<file path="src/hw/team_12_settings.svh">
/*
 * Team 12 PWM peripheral constants
 * Register map, bus page and PWM sizing shared by the RTL and the bench
 */
`ifndef TEAM_12_SETTINGS_SVH
`define TEAM_12_SETTINGS_SVH

// PWM sizing
`define PWM_WIDTH         16          // Counter, period and duty width
`define PWM_CHANNELS      4           // Channels, one enable bit each
`define GPIO_USABLE       34          // Pins 0 and 37:5

// Wishbone page of this block
`define TEAM_12_BASE      32'h3000_0000
`define TEAM_12_PAGE_MASK 32'hFFFF_0000   // Upper half selects the page

// Register offsets inside the page
`define REG_CTRL          16'h0000    // Bits 3:0 channel enables
`define REG_PERIOD        16'h0004
`define REG_DUTY0         16'h0008
`define REG_DUTY1         16'h000C
`define REG_DUTY2         16'h0010
`define REG_DUTY3         16'h0014
`define REG_GPIN_LO       16'h0018    // Synced gpio bits 31:0
`define REG_GPIN_HI       16'h001C    // Synced gpio bits 33:32

`endif

</file>
<file path="src/hw/team_12_pkg.sv">
/*
 * Team 12 shared types
 * Bus, PWM and GPIO vector types for the design and the bench
 */
`include "team_12_settings.svh"

package team_12_pkg;

    // Wishbone classic slave fields
    typedef logic [31:0] wb_addr_t;
    typedef logic [31:0] wb_data_t;
    typedef logic [3:0]  wb_sel_t;    // One bit per byte lane

    // Count, period or duty value
    typedef logic [`PWM_WIDTH-1:0] pwm_val_t;

    // Usable pins, bit 0 is pin 0 and bits 33:1 are pins 37:5
    typedef logic [`GPIO_USABLE-1:0] gpio_vec_t;

endpackage

</file>
<file path="src/hw/gpio_sync.sv">
/*
 * GPIO input synchronizer
 * Two flop stages per usable pin
 */
`timescale 1ns/1ps

module gpio_sync
    import team_12_pkg::*;
(
    input  logic      clk_i,
    input  logic      rst_i,
    input  gpio_vec_t async_i,  // Straight from the pads
    output gpio_vec_t sync_o
);

    gpio_vec_t meta_q;          // First stage, may go metastable
    gpio_vec_t sync_q;

    always_ff @(posedge clk_i) begin
        if (rst_i) begin
            meta_q <= '0;
            sync_q <= '0;
        end else begin
            meta_q <= async_i;
            sync_q <= meta_q;   // Settled copy
        end
    end

    assign sync_o = sync_q;

endmodule

</file>
<file path="src/hw/pwm_channel.sv">
/*
 * Single PWM channel
 * Duty is shadowed and taken at the period wrap, so a mid-cycle
 * update never cuts a pulse short; compare output is registered
 */
`timescale 1ns/1ps

module pwm_channel
    import team_12_pkg::*;
(
    input  logic     clk_i,
    input  logic     rst_i,
    input  logic     en_i,
    input  pwm_val_t duty_i,
    input  pwm_val_t count_i,   // Shared period counter
    input  logic     wrap_i,    // Counter at its last value
    output logic     pwm_o
);

    pwm_val_t duty_sh_q;        // Duty in force this cycle
    logic     pwm_q;

    // Follows duty freely while disabled, else only at the wrap
    always_ff @(posedge clk_i) begin
        if (rst_i)
            duty_sh_q <= '0;
        else if (wrap_i || !en_i)
            duty_sh_q <= duty_i;
    end

    // High for counts below duty, one clock behind the counter
    always_ff @(posedge clk_i) begin
        if (rst_i)
            pwm_q <= 1'b0;
        else
            pwm_q <= en_i && (count_i < duty_sh_q);
    end

    assign pwm_o = pwm_q;

endmodule

</file>
<file path="src/hw/team_12.sv">
/*
 * Team 12 PWM core
 * Shared period counter feeding four PWM channels, plus the
 * GPIO input synchronizer and the pin and LA mapping
 */
`timescale 1ns/1ps
`include "team_12_settings.svh"

module team_12
    import team_12_pkg::*;
(
    input  logic                     clk_i,
    input  logic                     rst_i,

    // Registers from the bus wrapper
    input  logic [`PWM_CHANNELS-1:0] ctrl_en_i,
    input  pwm_val_t                 period_i,
    input  pwm_val_t                 duty0_i,
    input  pwm_val_t                 duty1_i,
    input  pwm_val_t                 duty2_i,
    input  pwm_val_t                 duty3_i,
    input  logic                     period_wr_i,   // Period register written

    // Pins
    input  gpio_vec_t                gpio_in_i,
    output gpio_vec_t                gpin_o,
    output gpio_vec_t                gpio_out_o,
    output gpio_vec_t                gpio_oeb_o,

    output logic [127:0]             la_data_out_o
);

    pwm_val_t                 count_q;
    logic                     wrap;
    pwm_val_t                 duty [`PWM_CHANNELS];
    logic [`PWM_CHANNELS-1:0] pwm;

    assign duty[0] = duty0_i;
    assign duty[1] = duty1_i;
    assign duty[2] = duty2_i;
    assign duty[3] = duty3_i;

    assign wrap = (count_q == period_i);    // Last count of the cycle

    // 0 to period inclusive, period+1 clocks per cycle
    always_ff @(posedge clk_i) begin
        if (rst_i || period_wr_i)
            count_q <= '0;                  // Fresh cycle on new period
        else if (wrap)
            count_q <= '0;
        else
            count_q <= count_q + 1'b1;
    end

    for (genvar ch = 0; ch < `PWM_CHANNELS; ch++) begin : g_ch
        pwm_channel u_pwm_channel (
            .clk_i   (clk_i),
            .rst_i   (rst_i),
            .en_i    (ctrl_en_i[ch]),
            .duty_i  (duty[ch]),
            .count_i (count_q),
            .wrap_i  (wrap),
            .pwm_o   (pwm[ch])
        );
    end

    gpio_sync u_gpio_sync (
        .clk_i   (clk_i),
        .rst_i   (rst_i),
        .async_i (gpio_in_i),
        .sync_o  (gpin_o)
    );

    // Channels on vector bits 4:1, chip pins 8:5
    assign gpio_out_o = gpio_vec_t'({pwm, 1'b0});
    assign gpio_oeb_o = ~(gpio_vec_t'({`PWM_CHANNELS{1'b1}}) << 1);   // Others input

    assign la_data_out_o = 128'(pwm);       // Mirror for the analyzer

endmodule

</file>
<file path="src/hw/team_12_wb.sv">
/*
 * Team 12 Wishbone bus wrapper
 * Page and offset decode, byte-lane register writes, registered
 * read data and a single-cycle ack around the PWM core
 */
`timescale 1ns/1ps
`include "team_12_settings.svh"

module team_12_wb
    import team_12_pkg::*;
(
    input  logic         clk_i,
    input  logic         rst_i,

    // Wishbone slave
    input  wb_addr_t     adr_i,
    input  wb_data_t     dat_i,
    input  wb_sel_t      sel_i,
    input  logic         cyc_i,
    input  logic         stb_i,
    input  logic         we_i,
    output wb_data_t     dat_o,
    output logic         ack_o,

    // Logic analyzer
    input  logic [127:0] la_data_in_i,
    input  logic [127:0] la_oenb_i,
    output logic [127:0] la_data_out_o,

    // Usable GPIO pins
    input  gpio_vec_t    gpio_in_i,
    output gpio_vec_t    gpio_out_o,
    output gpio_vec_t    gpio_oeb_o
);

    logic                     req;          // cyc and stb both high
    logic                     ack_q;
    logic                     page_hit;
    logic [15:0]              reg_off;      // Offset inside the page
    logic                     wr_en;
    logic                     period_wr;
    logic [`PWM_CHANNELS-1:0] ctrl_en_q;
    pwm_val_t                 period_q;
    pwm_val_t                 duty_q [`PWM_CHANNELS];
    gpio_vec_t                gpin;         // Synced inputs from the core
    wb_data_t                 rd_val;
    wb_data_t                 wr_val;
    wb_data_t                 dat_q;

    // Replace only the enabled byte lanes
    function automatic wb_data_t byte_merge(input wb_data_t old_v,
                                            input wb_data_t new_v,
                                            input wb_sel_t  sel);
        wb_data_t res;
        res = old_v;
        for (int b = 0; b < 4; b++) begin
            if (sel[b])
                res[8*b +: 8] = new_v[8*b +: 8];
        end
        return res;
    endfunction

    assign req      = cyc_i & stb_i;
    assign page_hit = (adr_i & `TEAM_12_PAGE_MASK) == `TEAM_12_BASE;
    assign reg_off  = adr_i[15:0];

    // First cycle of a request only, ack_q blocks the second
    assign wr_en     = req & we_i & ~ack_q & page_hit;
    assign period_wr = wr_en && (reg_off == `REG_PERIOD);   // Restarts the counter

    // Current register value, zero off page or unmapped
    always_comb begin
        rd_val = '0;
        if (page_hit) begin
            case (reg_off)
                `REG_CTRL:    rd_val = wb_data_t'(ctrl_en_q);
                `REG_PERIOD:  rd_val = wb_data_t'(period_q);
                `REG_DUTY0:   rd_val = wb_data_t'(duty_q[0]);
                `REG_DUTY1:   rd_val = wb_data_t'(duty_q[1]);
                `REG_DUTY2:   rd_val = wb_data_t'(duty_q[2]);
                `REG_DUTY3:   rd_val = wb_data_t'(duty_q[3]);
                `REG_GPIN_LO: rd_val = gpin[31:0];
                `REG_GPIN_HI: rd_val = wb_data_t'(gpin[33:32]);
                default:      rd_val = '0;
            endcase
        end
    end

    assign wr_val = byte_merge(rd_val, dat_i, sel_i);  // Old value with new lanes

    // Control registers, truncated to implemented width
    always_ff @(posedge clk_i) begin
        if (rst_i) begin
            ctrl_en_q <= '0;
            period_q  <= '0;
            for (int ch = 0; ch < `PWM_CHANNELS; ch++)
                duty_q[ch] <= '0;
        end else if (wr_en) begin
            case (reg_off)
                `REG_CTRL:   ctrl_en_q <= wr_val[`PWM_CHANNELS-1:0];
                `REG_PERIOD: period_q  <= wr_val[`PWM_WIDTH-1:0];
                `REG_DUTY0:  duty_q[0] <= wr_val[`PWM_WIDTH-1:0];
                `REG_DUTY1:  duty_q[1] <= wr_val[`PWM_WIDTH-1:0];
                `REG_DUTY2:  duty_q[2] <= wr_val[`PWM_WIDTH-1:0];
                `REG_DUTY3:  duty_q[3] <= wr_val[`PWM_WIDTH-1:0];
                default: ;                              // GPIN read only
            endcase
        end
    end

    // Single-cycle ack, then one idle cycle
    always_ff @(posedge clk_i) begin
        if (rst_i)
            ack_q <= 1'b0;
        else
            ack_q <= req & ~ack_q;
    end

    // Read data captured with the ack edge
    always_ff @(posedge clk_i) begin
        if (req && !ack_q)
            dat_q <= rd_val;
    end

    assign ack_o = ack_q;
    assign dat_o = dat_q;

    team_12 u_team_12 (
        .clk_i         (clk_i),
        .rst_i         (rst_i),
        .ctrl_en_i     (ctrl_en_q),
        .period_i      (period_q),
        .duty0_i       (duty_q[0]),
        .duty1_i       (duty_q[1]),
        .duty2_i       (duty_q[2]),
        .duty3_i       (duty_q[3]),
        .period_wr_i   (period_wr),
        .gpio_in_i     (gpio_in_i),
        .gpin_o        (gpin),
        .gpio_out_o    (gpio_out_o),
        .gpio_oeb_o    (gpio_oeb_o),
        .la_data_out_o (la_data_out_o)
    );

endmodule

</file>
<file path="src/hw/team_12_wrapper.sv">
/*
 * Team 12 chip-facing wrapper
 * Ties off the bus master port and IRQs, keeps pins 4:1 as inputs
 * and hands the 34 usable pins to the Wishbone bus wrapper
 */
`timescale 1ns/1ps

module team_12_wrapper
    import team_12_pkg::*;
(
    // Wishbone slave
    input  logic         wb_clk_i,      // Management SoC clock
    input  logic         rst_i,
    input  logic         wbs_stb_i,
    input  logic         wbs_cyc_i,
    input  logic         wbs_we_i,
    input  wb_sel_t      wbs_sel_i,
    input  wb_data_t     wbs_dat_i,
    input  wb_addr_t     wbs_adr_i,
    output logic         wbs_ack_o,
    output wb_data_t     wbs_dat_o,

    // Logic analyzer
    input  logic [127:0] la_data_in_i,
    input  logic [127:0] la_oenb_i,
    output logic [127:0] la_data_out_o,

    // Chip pins
    input  logic [37:0]  gpio_in_i,
    output logic [37:0]  gpio_out_o,
    output logic [37:0]  gpio_oeb_o,    // Active low

    output logic [2:0]   irq_o,

    // Wishbone master, unused here
    output wb_addr_t     adr_o,
    output wb_data_t     dat_o,
    output wb_sel_t      sel_o,
    output logic         we_o,
    output logic         stb_o,
    output logic         cyc_o,
    input  wb_data_t     dat_i,
    input  logic         ack_i
);

    gpio_vec_t gpio_in_v;   // Usable pins only
    gpio_vec_t gpio_out_v;
    gpio_vec_t gpio_oeb_v;

    // Master port idle, arbiter never sees a request
    assign adr_o = '0;
    assign dat_o = '0;
    assign sel_o = '0;
    assign we_o  = 1'b0;
    assign stb_o = 1'b0;
    assign cyc_o = 1'b0;

    assign irq_o = 3'b000;  // No interrupts

    // Drop pins 4:1 from the usable vector
    assign gpio_in_v  = {gpio_in_i[37:5], gpio_in_i[0]};

    // Pins 4:1 kept as inputs driving zero
    assign gpio_out_o = {gpio_out_v[33:1], 4'b0000, gpio_out_v[0]};
    assign gpio_oeb_o = {gpio_oeb_v[33:1], 4'b1111, gpio_oeb_v[0]};

    team_12_wb u_team_12_wb (
        .clk_i         (wb_clk_i),
        .rst_i         (rst_i),
        .adr_i         (wbs_adr_i),
        .dat_i         (wbs_dat_i),
        .sel_i         (wbs_sel_i),
        .cyc_i         (wbs_cyc_i),
        .stb_i         (wbs_stb_i),
        .we_i          (wbs_we_i),
        .dat_o         (wbs_dat_o),
        .ack_o         (wbs_ack_o),
        .la_data_in_i  (la_data_in_i),
        .la_oenb_i     (la_oenb_i),
        .la_data_out_o (la_data_out_o),
        .gpio_in_i     (gpio_in_v),
        .gpio_out_o    (gpio_out_v),
        .gpio_oeb_o    (gpio_oeb_v)
    );

endmodule

</file>
<file path="config.mk">
export PLATFORM = sky130hd
export DESIGN_NAME = team_12_wrapper
export DESIGN_NICKNAME = d
export VERILOG_FILES = /design/src/hw/team_12_pkg.sv /design/src/hw/gpio_sync.sv /design/src/hw/pwm_channel.sv /design/src/hw/team_12.sv /design/src/hw/team_12_wb.sv /design/src/hw/team_12_wrapper.sv
export VERILOG_INCLUDE_DIRS = /design/src /design/src/hw
export SDC_FILE = /design/constraint.sdc
export NUM_CORES = 1
export LEC_CHECK = 0
export ABC_AREA = 1
export BUFFER_PORTS_ARGS = -buffer_cell sky130_fd_sc_hd__buf_2
export CAP_MARGIN = 20
export CORE_AREA = 2 2 281 283
export CTS_CLUSTER_SIZE = 16
export DETAILED_ROUTE_END_ITERATION = 6
export DIE_AREA = 0 0 283 285
export GPL_TIMING_DRIVEN = 1
export PLACE_DENSITY = 0.5
export SLEW_MARGIN = 15
export SYNTH_ARGS = -nofsm -noshare
export SYNTH_HDL_FRONTEND = slang
export SYNTH_HIERARCHICAL = 1
export SYNTH_SLANG_ARGS = --single-unit
</file>
<file path="constraint.sdc">
create_clock -name wb_clk_i -period 4.57 [get_ports wb_clk_i]
set_input_delay 0.6855 -clock wb_clk_i [delete_from_list [all_inputs] [get_ports wb_clk_i]]
set_output_delay 0.6855 -clock wb_clk_i [all_outputs]
set_load 0.005 [all_outputs]
</file>
### Word level (Yosys, flattened, before mapping)

Memories as Yosys holds them, arrays and structs flattened.
Index checks and enable logic that the tools add are counted.

| word-level totals | value |
|---|---|
| memories | 1 |
| memory bits (writable) | 64 |
| output and inout port bits | 311 |
| logic and storage cells | 87 |
| register bits after elaboration | 205 |
| input bits | 400 |

| operators by class | value |
|---|---|
| reduce and logical (&&, ||, !) cells | 20 |
| equal/unequal tests | 9 |
| bitwise operators | 10 |
| order comparisons | 4 |
| muxes and demuxes | 26 |
| add/subtract/negate cells | 1 |

Memory list:

| memory | depth | bits a word | read ports | clocked after memory_dff | write ports | RTL line | RTL |
|---|---|---|---|---|---|---|---|
| u_team_12_wb.duty_q | 4 | 16 | 4 | 0 | 4 | team_12_wb.sv:44 | `` pwm_val_t duty_q [`PWM_CHANNELS]; `` |

Operators with widths:

| cell | count |
|---|---|
| $pmux W32 S8 | 1 |
| $mux W16 | 5 |
| $eq A16 B5 Y1 const B | 4 |
| $lt A16 B16 Y1 | 4 |
| $eq A16 B4 Y1 const B | 2 |
| $mux W1 | 18 |
| $add A16 B1 Y16 const B | 1 |
| $eq A16 B14 Y1 const B | 1 |
| $eq A16 B16 Y1 | 1 |
| $eq A16 B3 Y1 const B | 1 |
| $logic_not A16 Y1 | 1 |
| $mux W8 | 2 |
| $logic_and A1 B1 Y1 | 6 |
| $and A1 B1 Y1 | 5 |
| $logic_not A1 Y1 | 5 |
| $logic_or A1 B1 Y1 | 5 |
| $or A1 B1 Y1 | 4 |
| $reduce_and A2 Y1 | 2 |
| $reduce_or A2 Y1 | 1 |
| $not A1 Y1 | 1 |

### Logic depth before layout (Yosys ltp)

| depth | value |
|---|---|
| depth after elaboration | 8 |
| mapped depth | 13 |
| mapped depth without buffers | 12 |

### By module

The synthesis kept the hierarchy.

Modules (own cells, without submodules):

| module | seq. area each (um^2) | instances | area an instance (um^2) | cells each |
|---|---|---|---|---|
| team_12_wb | 3303.2 | 1 | 5895.7 | 680 |
| pwm_channel | 340.3 | 4 | 1054.8 | 123 |
| team_12 | 320.3 | 1 | 2508.7 | 374 |
| gpio_sync | 1361.3 | 1 | 1930.6 | 212 |
| team_12_wrapper | 0.0 | 1 | 623.1 | 84 |

### Worst setup path before layout

No wires, ideal clock.

| timing path | value |
|---|---|
| kind | input-to-reg |
| start point | input port wbs_cyc_i |
| end point | memory u_team_12_wb/duty_q[0][0] (netlist name), enable pin |
| library setup time | 0.411 ns |
| required time | 4.159 ns |
| setup slack | 0.390 ns |
| data arrival time | 3.769 ns |
| stages on the path | 6 |
| path buffers | 0 |
| cell sequence | nand2_1 nor2_1 nand2_1 nor2_1 inv_1 o21ai_0 |

RTL lines:

| item | RTL line | RTL |
|---|---|---|
| from (decl) | team_12_wrapper.sv:15 | `input logic wbs_cyc_i,` |
| to (decl) | team_12_wb.sv:44 |  |

### Worst setup path after layout

| timing path | value |
|---|---|
| start point | register u_team_12_wb.u_team_12.count_q[14] |
| end point | register u_team_12_wb.u_team_12.g_ch[2].u_pwm_channel.duty_sh_q[9] (read register of u_team_12_wb.duty_q) |

| between the ends | value |
|---|---|
| cells in the longest elaborated chain, start to end | 2 |

Ends and longest elaborated chain:

| item | RTL line | RTL |
|---|---|---|
| from (decl) | team_12.sv:33 | `pwm_val_t count_q;` |
| from (signal assigned) | team_12.sv:52 | `count_q <= count_q + 1'b1;` |
| $eq A16 B16 Y1 | team_12.sv:43 | `assign wrap = (count_q == period_i);` |
| net u_team_12_wb.u_team_12.wrap | team_12.sv:34 | `logic wrap;` |
| $logic_or A1 B1 Y1 | pwm_channel.sv:27 | `else if (wrap_i \|\| !en_i)` |
| to (decl) | pwm_channel.sv:20 | `pwm_val_t duty_sh_q;` |

The timed path passes the listed nets, and every way through them passes these cells.
A chain may end at the register's enable or synchronous reset.

==> results.sh <==
export IMPL_status="complete, no violations"
export IMPL_dp_hpwl_mm=29.7
export IMPL_htree_num_levels=1
export IMPL_ir_drop_mv=0.253
export IMPL_crit_fanout=31
export IMPL_endpoint_kind="flop"
export IMPL_multi_input_area_sq_um=6440
export IMPL_register_area_sq_um=6350
export IMPL_rsz0062_at_grt="false"
export IMPL_cts_hold_buffers=0
export IMPL_clock_sinks=269
export IMPL_ys_types=33
export IMPL_power_frac_clock=0.451
export IMPL_track_usage=0.0969
export IMPL_clock_root_buffer="clkbuf_16"
export IMPL_slew_headroom=0.241
export IMPL_rows=103
export IMPL_initial_core_util=0.195
export IMPL_io_buffers=129
export IMPL_grt_pass1_wl_mm=59.8
export IMPL_cts_tree="yes"
export IMPL_ctsResizeCount=0
export IMPL_cts_path_max_buffers=3
export IMPL_cts_setup_buffers=0
export IMPL_viasPerCell=3.65
export IMPL_wl_per_cell_microns=13.6
export IMPL_gr_max_usage_layer="met2"
export IMPL_finalClockSkew_ns=0.0186
export IMPL_layout_nets=2406
export IMPL_worstSetupStartpoint="u_team_12_wb/u_team_12/count_q[14]"
export IMPL_worstHoldPathCells=3
export IMPL_place_area_sq_um=15800
export IMPL_rrSetupSlack_ns=1.76
export IMPL_met2_usage=0.160
export IMPL_layout_drive_gt1_share=0.149
export IMPL_fin_ws_ns=1.76
export IMPL_die_w_microns=283
export IMPL_comb_power_share=0.058
export IMPL_cp_required_ns=5.07
export IMPL_fin_area_sq_um=16700
export IMPL_met1_usage=0.130
export IMPL_period_needed_ns=2.81
export IMPL_tightest_slew_ns=1.14
export IMPL_synth_commonest_cells="nor2_1, buf_4, nand2_1"
export IMPL_p_int_uw=3960
export IMPL_pre_cts_slack_ns=1.36
export IMPL_clock_latency_ns=0.58
export IMPL_antenna_found_initial=5
export IMPL_setup_viol_count_final=0
export IMPL_drc_errors=0
export IMPL_detail_route_antenna_nets=0
export IMPL_synth_area_per_cell_sq_um=8.24
export IMPL_fin_crit_sh=0.615
export IMPL_grtUsageMet3=0.0159
export IMPL_synth_edf_count=96
export IMPL_r2r_start="u_team_12_wb/u_team_12/count_q[14]"
export IMPL_netlist_instances=1842
export IMPL_crit_arrival_ns=3.32
export IMPL_p_sw_uw=1270
export IMPL_dr_pass1_iters=5
export IMPL_min_path_type="in2reg"
export IMPL_die_h_microns=285
export IMPL_synthTopCellsByArea="dfxtp_1, edfxtp_1, buf_4"
export IMPL_power_density_nw_per_um2=313
export IMPL_drt_iter0_drc=618
export IMPL_drv_cap=0
export IMPL_grt_overflow=0
export IMPL_synth_seq_cells=269
export IMPL_yosysMostFrequentCell="nor2_1"
export IMPL_cp_start_kind="flop"
export IMPL_dieArea_sq_um=80700
export IMPL_netSwitchingFraction=0.243
export IMPL_crit_slowest_cell="nor2_4"
export IMPL_crit_family="simple AND/OR/NAND/NOR gates"
export IMPL_worst_r2r_path_depth=10
export IMPL_critPathMostFrequentCell="nor2_1"
export IMPL_hold_viol=0
export IMPL_crit_buf_inv=1
export IMPL_crit_cells=10
export IMPL_vias=11000
export IMPL_crit_path_cell_trace="nor2_1, nor2_1, nor2_1, nand2_1, nor2_1, nand2_1, inv_1, nor2_4, nor2_1, a211oi_2"
export IMPL_yosysTopAreaCell="dfxtp_1"
export IMPL_wirelength_mm=41.1
export IMPL_fp_coreArea_sq_um=78000
export IMPL_max_freq_mhz=356
export IMPL_async_flop_share=0
export IMPL_power_frac_seq=0.491
export IMPL_grt_max_degree=72
export IMPL_numCtsBuffers=29
export IMPL_synth_main_ff_cell="dfxtp_1"
export IMPL_p_leak_uw=0.00716
export IMPL_fillCellCount=8729
export IMPL_syn_area_sq_um=15200
export IMPL_yosysSeqAreaShare=0.418
export IMPL_setup_tns_ns=0
export IMPL_clk_pin_slew_worst_paths_ns=0.07
export IMPL_routabilityCongestion=0.797
export IMPL_crit_type="reg2reg"
export IMPL_grt_pass1_vias=9852
export IMPL_drv_slew=0
export IMPL_syn_to_final_growth_pct=9.97
export IMPL_io_pins=711
export IMPL_yosys_warnings=6
export IMPL_synth_top_area_share=0.228
export IMPL_max_stage_delay_ns=0.83
export IMPL_p_total_uw=5230
[stage by stage]
stage,utilization,cells,hold WS (ns)
5_1_grt,0.214,3018,0.302
3_5_place_dp,0.202,2964,0.392
4_1_cts,0.214,3018,0.291
2_1_floorplan,-,2108,0.388
6_report,0.214,3019,0.319
3_3_place_gp,0.202,2964,0.390
[sequential cells by signal, summed over array words and instances, names as in the netlist]
name / flops
u_team_12_wb/duty_q: 64
u_team_12_wb/u_team_12/g_ch.u_pwm_channel/duty_sh_q: 64
u_team_12_wb/u_team_12/u_gpio_sync/meta_q: 34
u_team_12_wb/u_team_12/u_gpio_sync/sync_o: 34
u_team_12_wb/dat_o: 32
u_team_12_wb/period_q: 16
u_team_12_wb/u_team_12/count_q: 16
u_team_12_wb/ctrl_en_q: 4
u_team_12_wb/u_team_12/g_ch.u_pwm_channel/pwm_o: 4
u_team_12_wb/ack_o: 1
[final cells by class]
cell class | count | area share
flip-flops and latches | 269 | 0.380
clock buffers | 40 | 0.0478
repair buffers | 142 | 0.0449
diodes | 1 | 0.000150
well taps | 1050 | 0.0787
multi-input cells | 1260 | 0.386
inverters | 243 | 0.0547
clock inverters | 14 | 0.00765
[how the worst min path moves through the flow]
stage,start,end,slack (ns)
6_report,gpio_in_i[23],u_team_12_wb/u_team_12/u_gpio_sync/meta_q[19],0.32
5_1_grt,gpio_in_i[16],u_team_12_wb/u_team_12/u_gpio_sync/meta_q[12],0.30
4_1_cts,gpio_in_i[5],u_team_12_wb/u_team_12/u_gpio_sync/meta_q[1],0.29
3_5_place_dp,u_team_12_wb/u_team_12/u_gpio_sync/meta_q[33],u_team_12_wb/u_team_12/u_gpio_sync/sync_o[33],0.39
3_3_place_gp,u_team_12_wb/u_team_12/u_gpio_sync/meta_q[22],u_team_12_wb/u_team_12/u_gpio_sync/sync_o[22],0.39
2_1_floorplan,u_team_12_wb/u_team_12/u_gpio_sync/meta_q[0],u_team_12_wb/u_team_12/u_gpio_sync/sync_o[0],0.39
[tightest hold or removal path, cell delays in order]
cell    delay (ns)
buf_2         0.07
inv_1         0.03
nor2_1        0.06
[cells by family (layout without fill, tap and decap cells)]
| kind of cell | after synthesis | count (layout) | synth area share |
|---|---|---|---|
| AO/OA/AOI/OAI | 203 | 203 | 0.0965 |
| buffers and inverters | 579 | 439 | 0.224 |
| AND/OR/NAND/NOR | 715 | 715 | 0.204 |
| other | 4 | 271 | 0.000989 |
| XOR/XNOR | 11 | 11 | 0.00635 |
| adder cells (fa/ha/maj) | 61 | 61 | 0.0503 |
| flip-flops | 269 | 269 | 0.418 |
[cells in the final DEF (no fill, tap or decap), types with 17 or more instances in the layout]
cell type / n
nor2_1: 292
nand2_1: 256
a21oi_1: 120
edfxtp_1: 96
conb_1: 270
ha_1: 61
nand3_1: 109
dfxtp_1: 173
nand3_2: 17
clkbuf_16: 29
inv_1: 239
a211oi_2: 56
buf_2: 128
[power by group through the flow]
stage / combinational, uW / clock, uW / sequential [uW]
after global routing: 341 / 2510 / 2570
after CTS: 299 / 2430 / 2570
after global placement: 298 / 0 / 2620
after floorplan: 355 / 0 / 2620
final: 302 / 2360 / 2570
after detailed placement: 299 / 0 / 2620
[routing by layer]
metal / vias up / wire (microns) / part of all wire
met5: - / 0 / 0
met4: 0 / 968 / 0.024
met3: 61 / 2880 / 0.070
met2: 406 / 19000 / 0.46
met1: 5051 / 18300 / 0.45
li1: 5515 / - / -
Power figures use the tool's default switching activity.
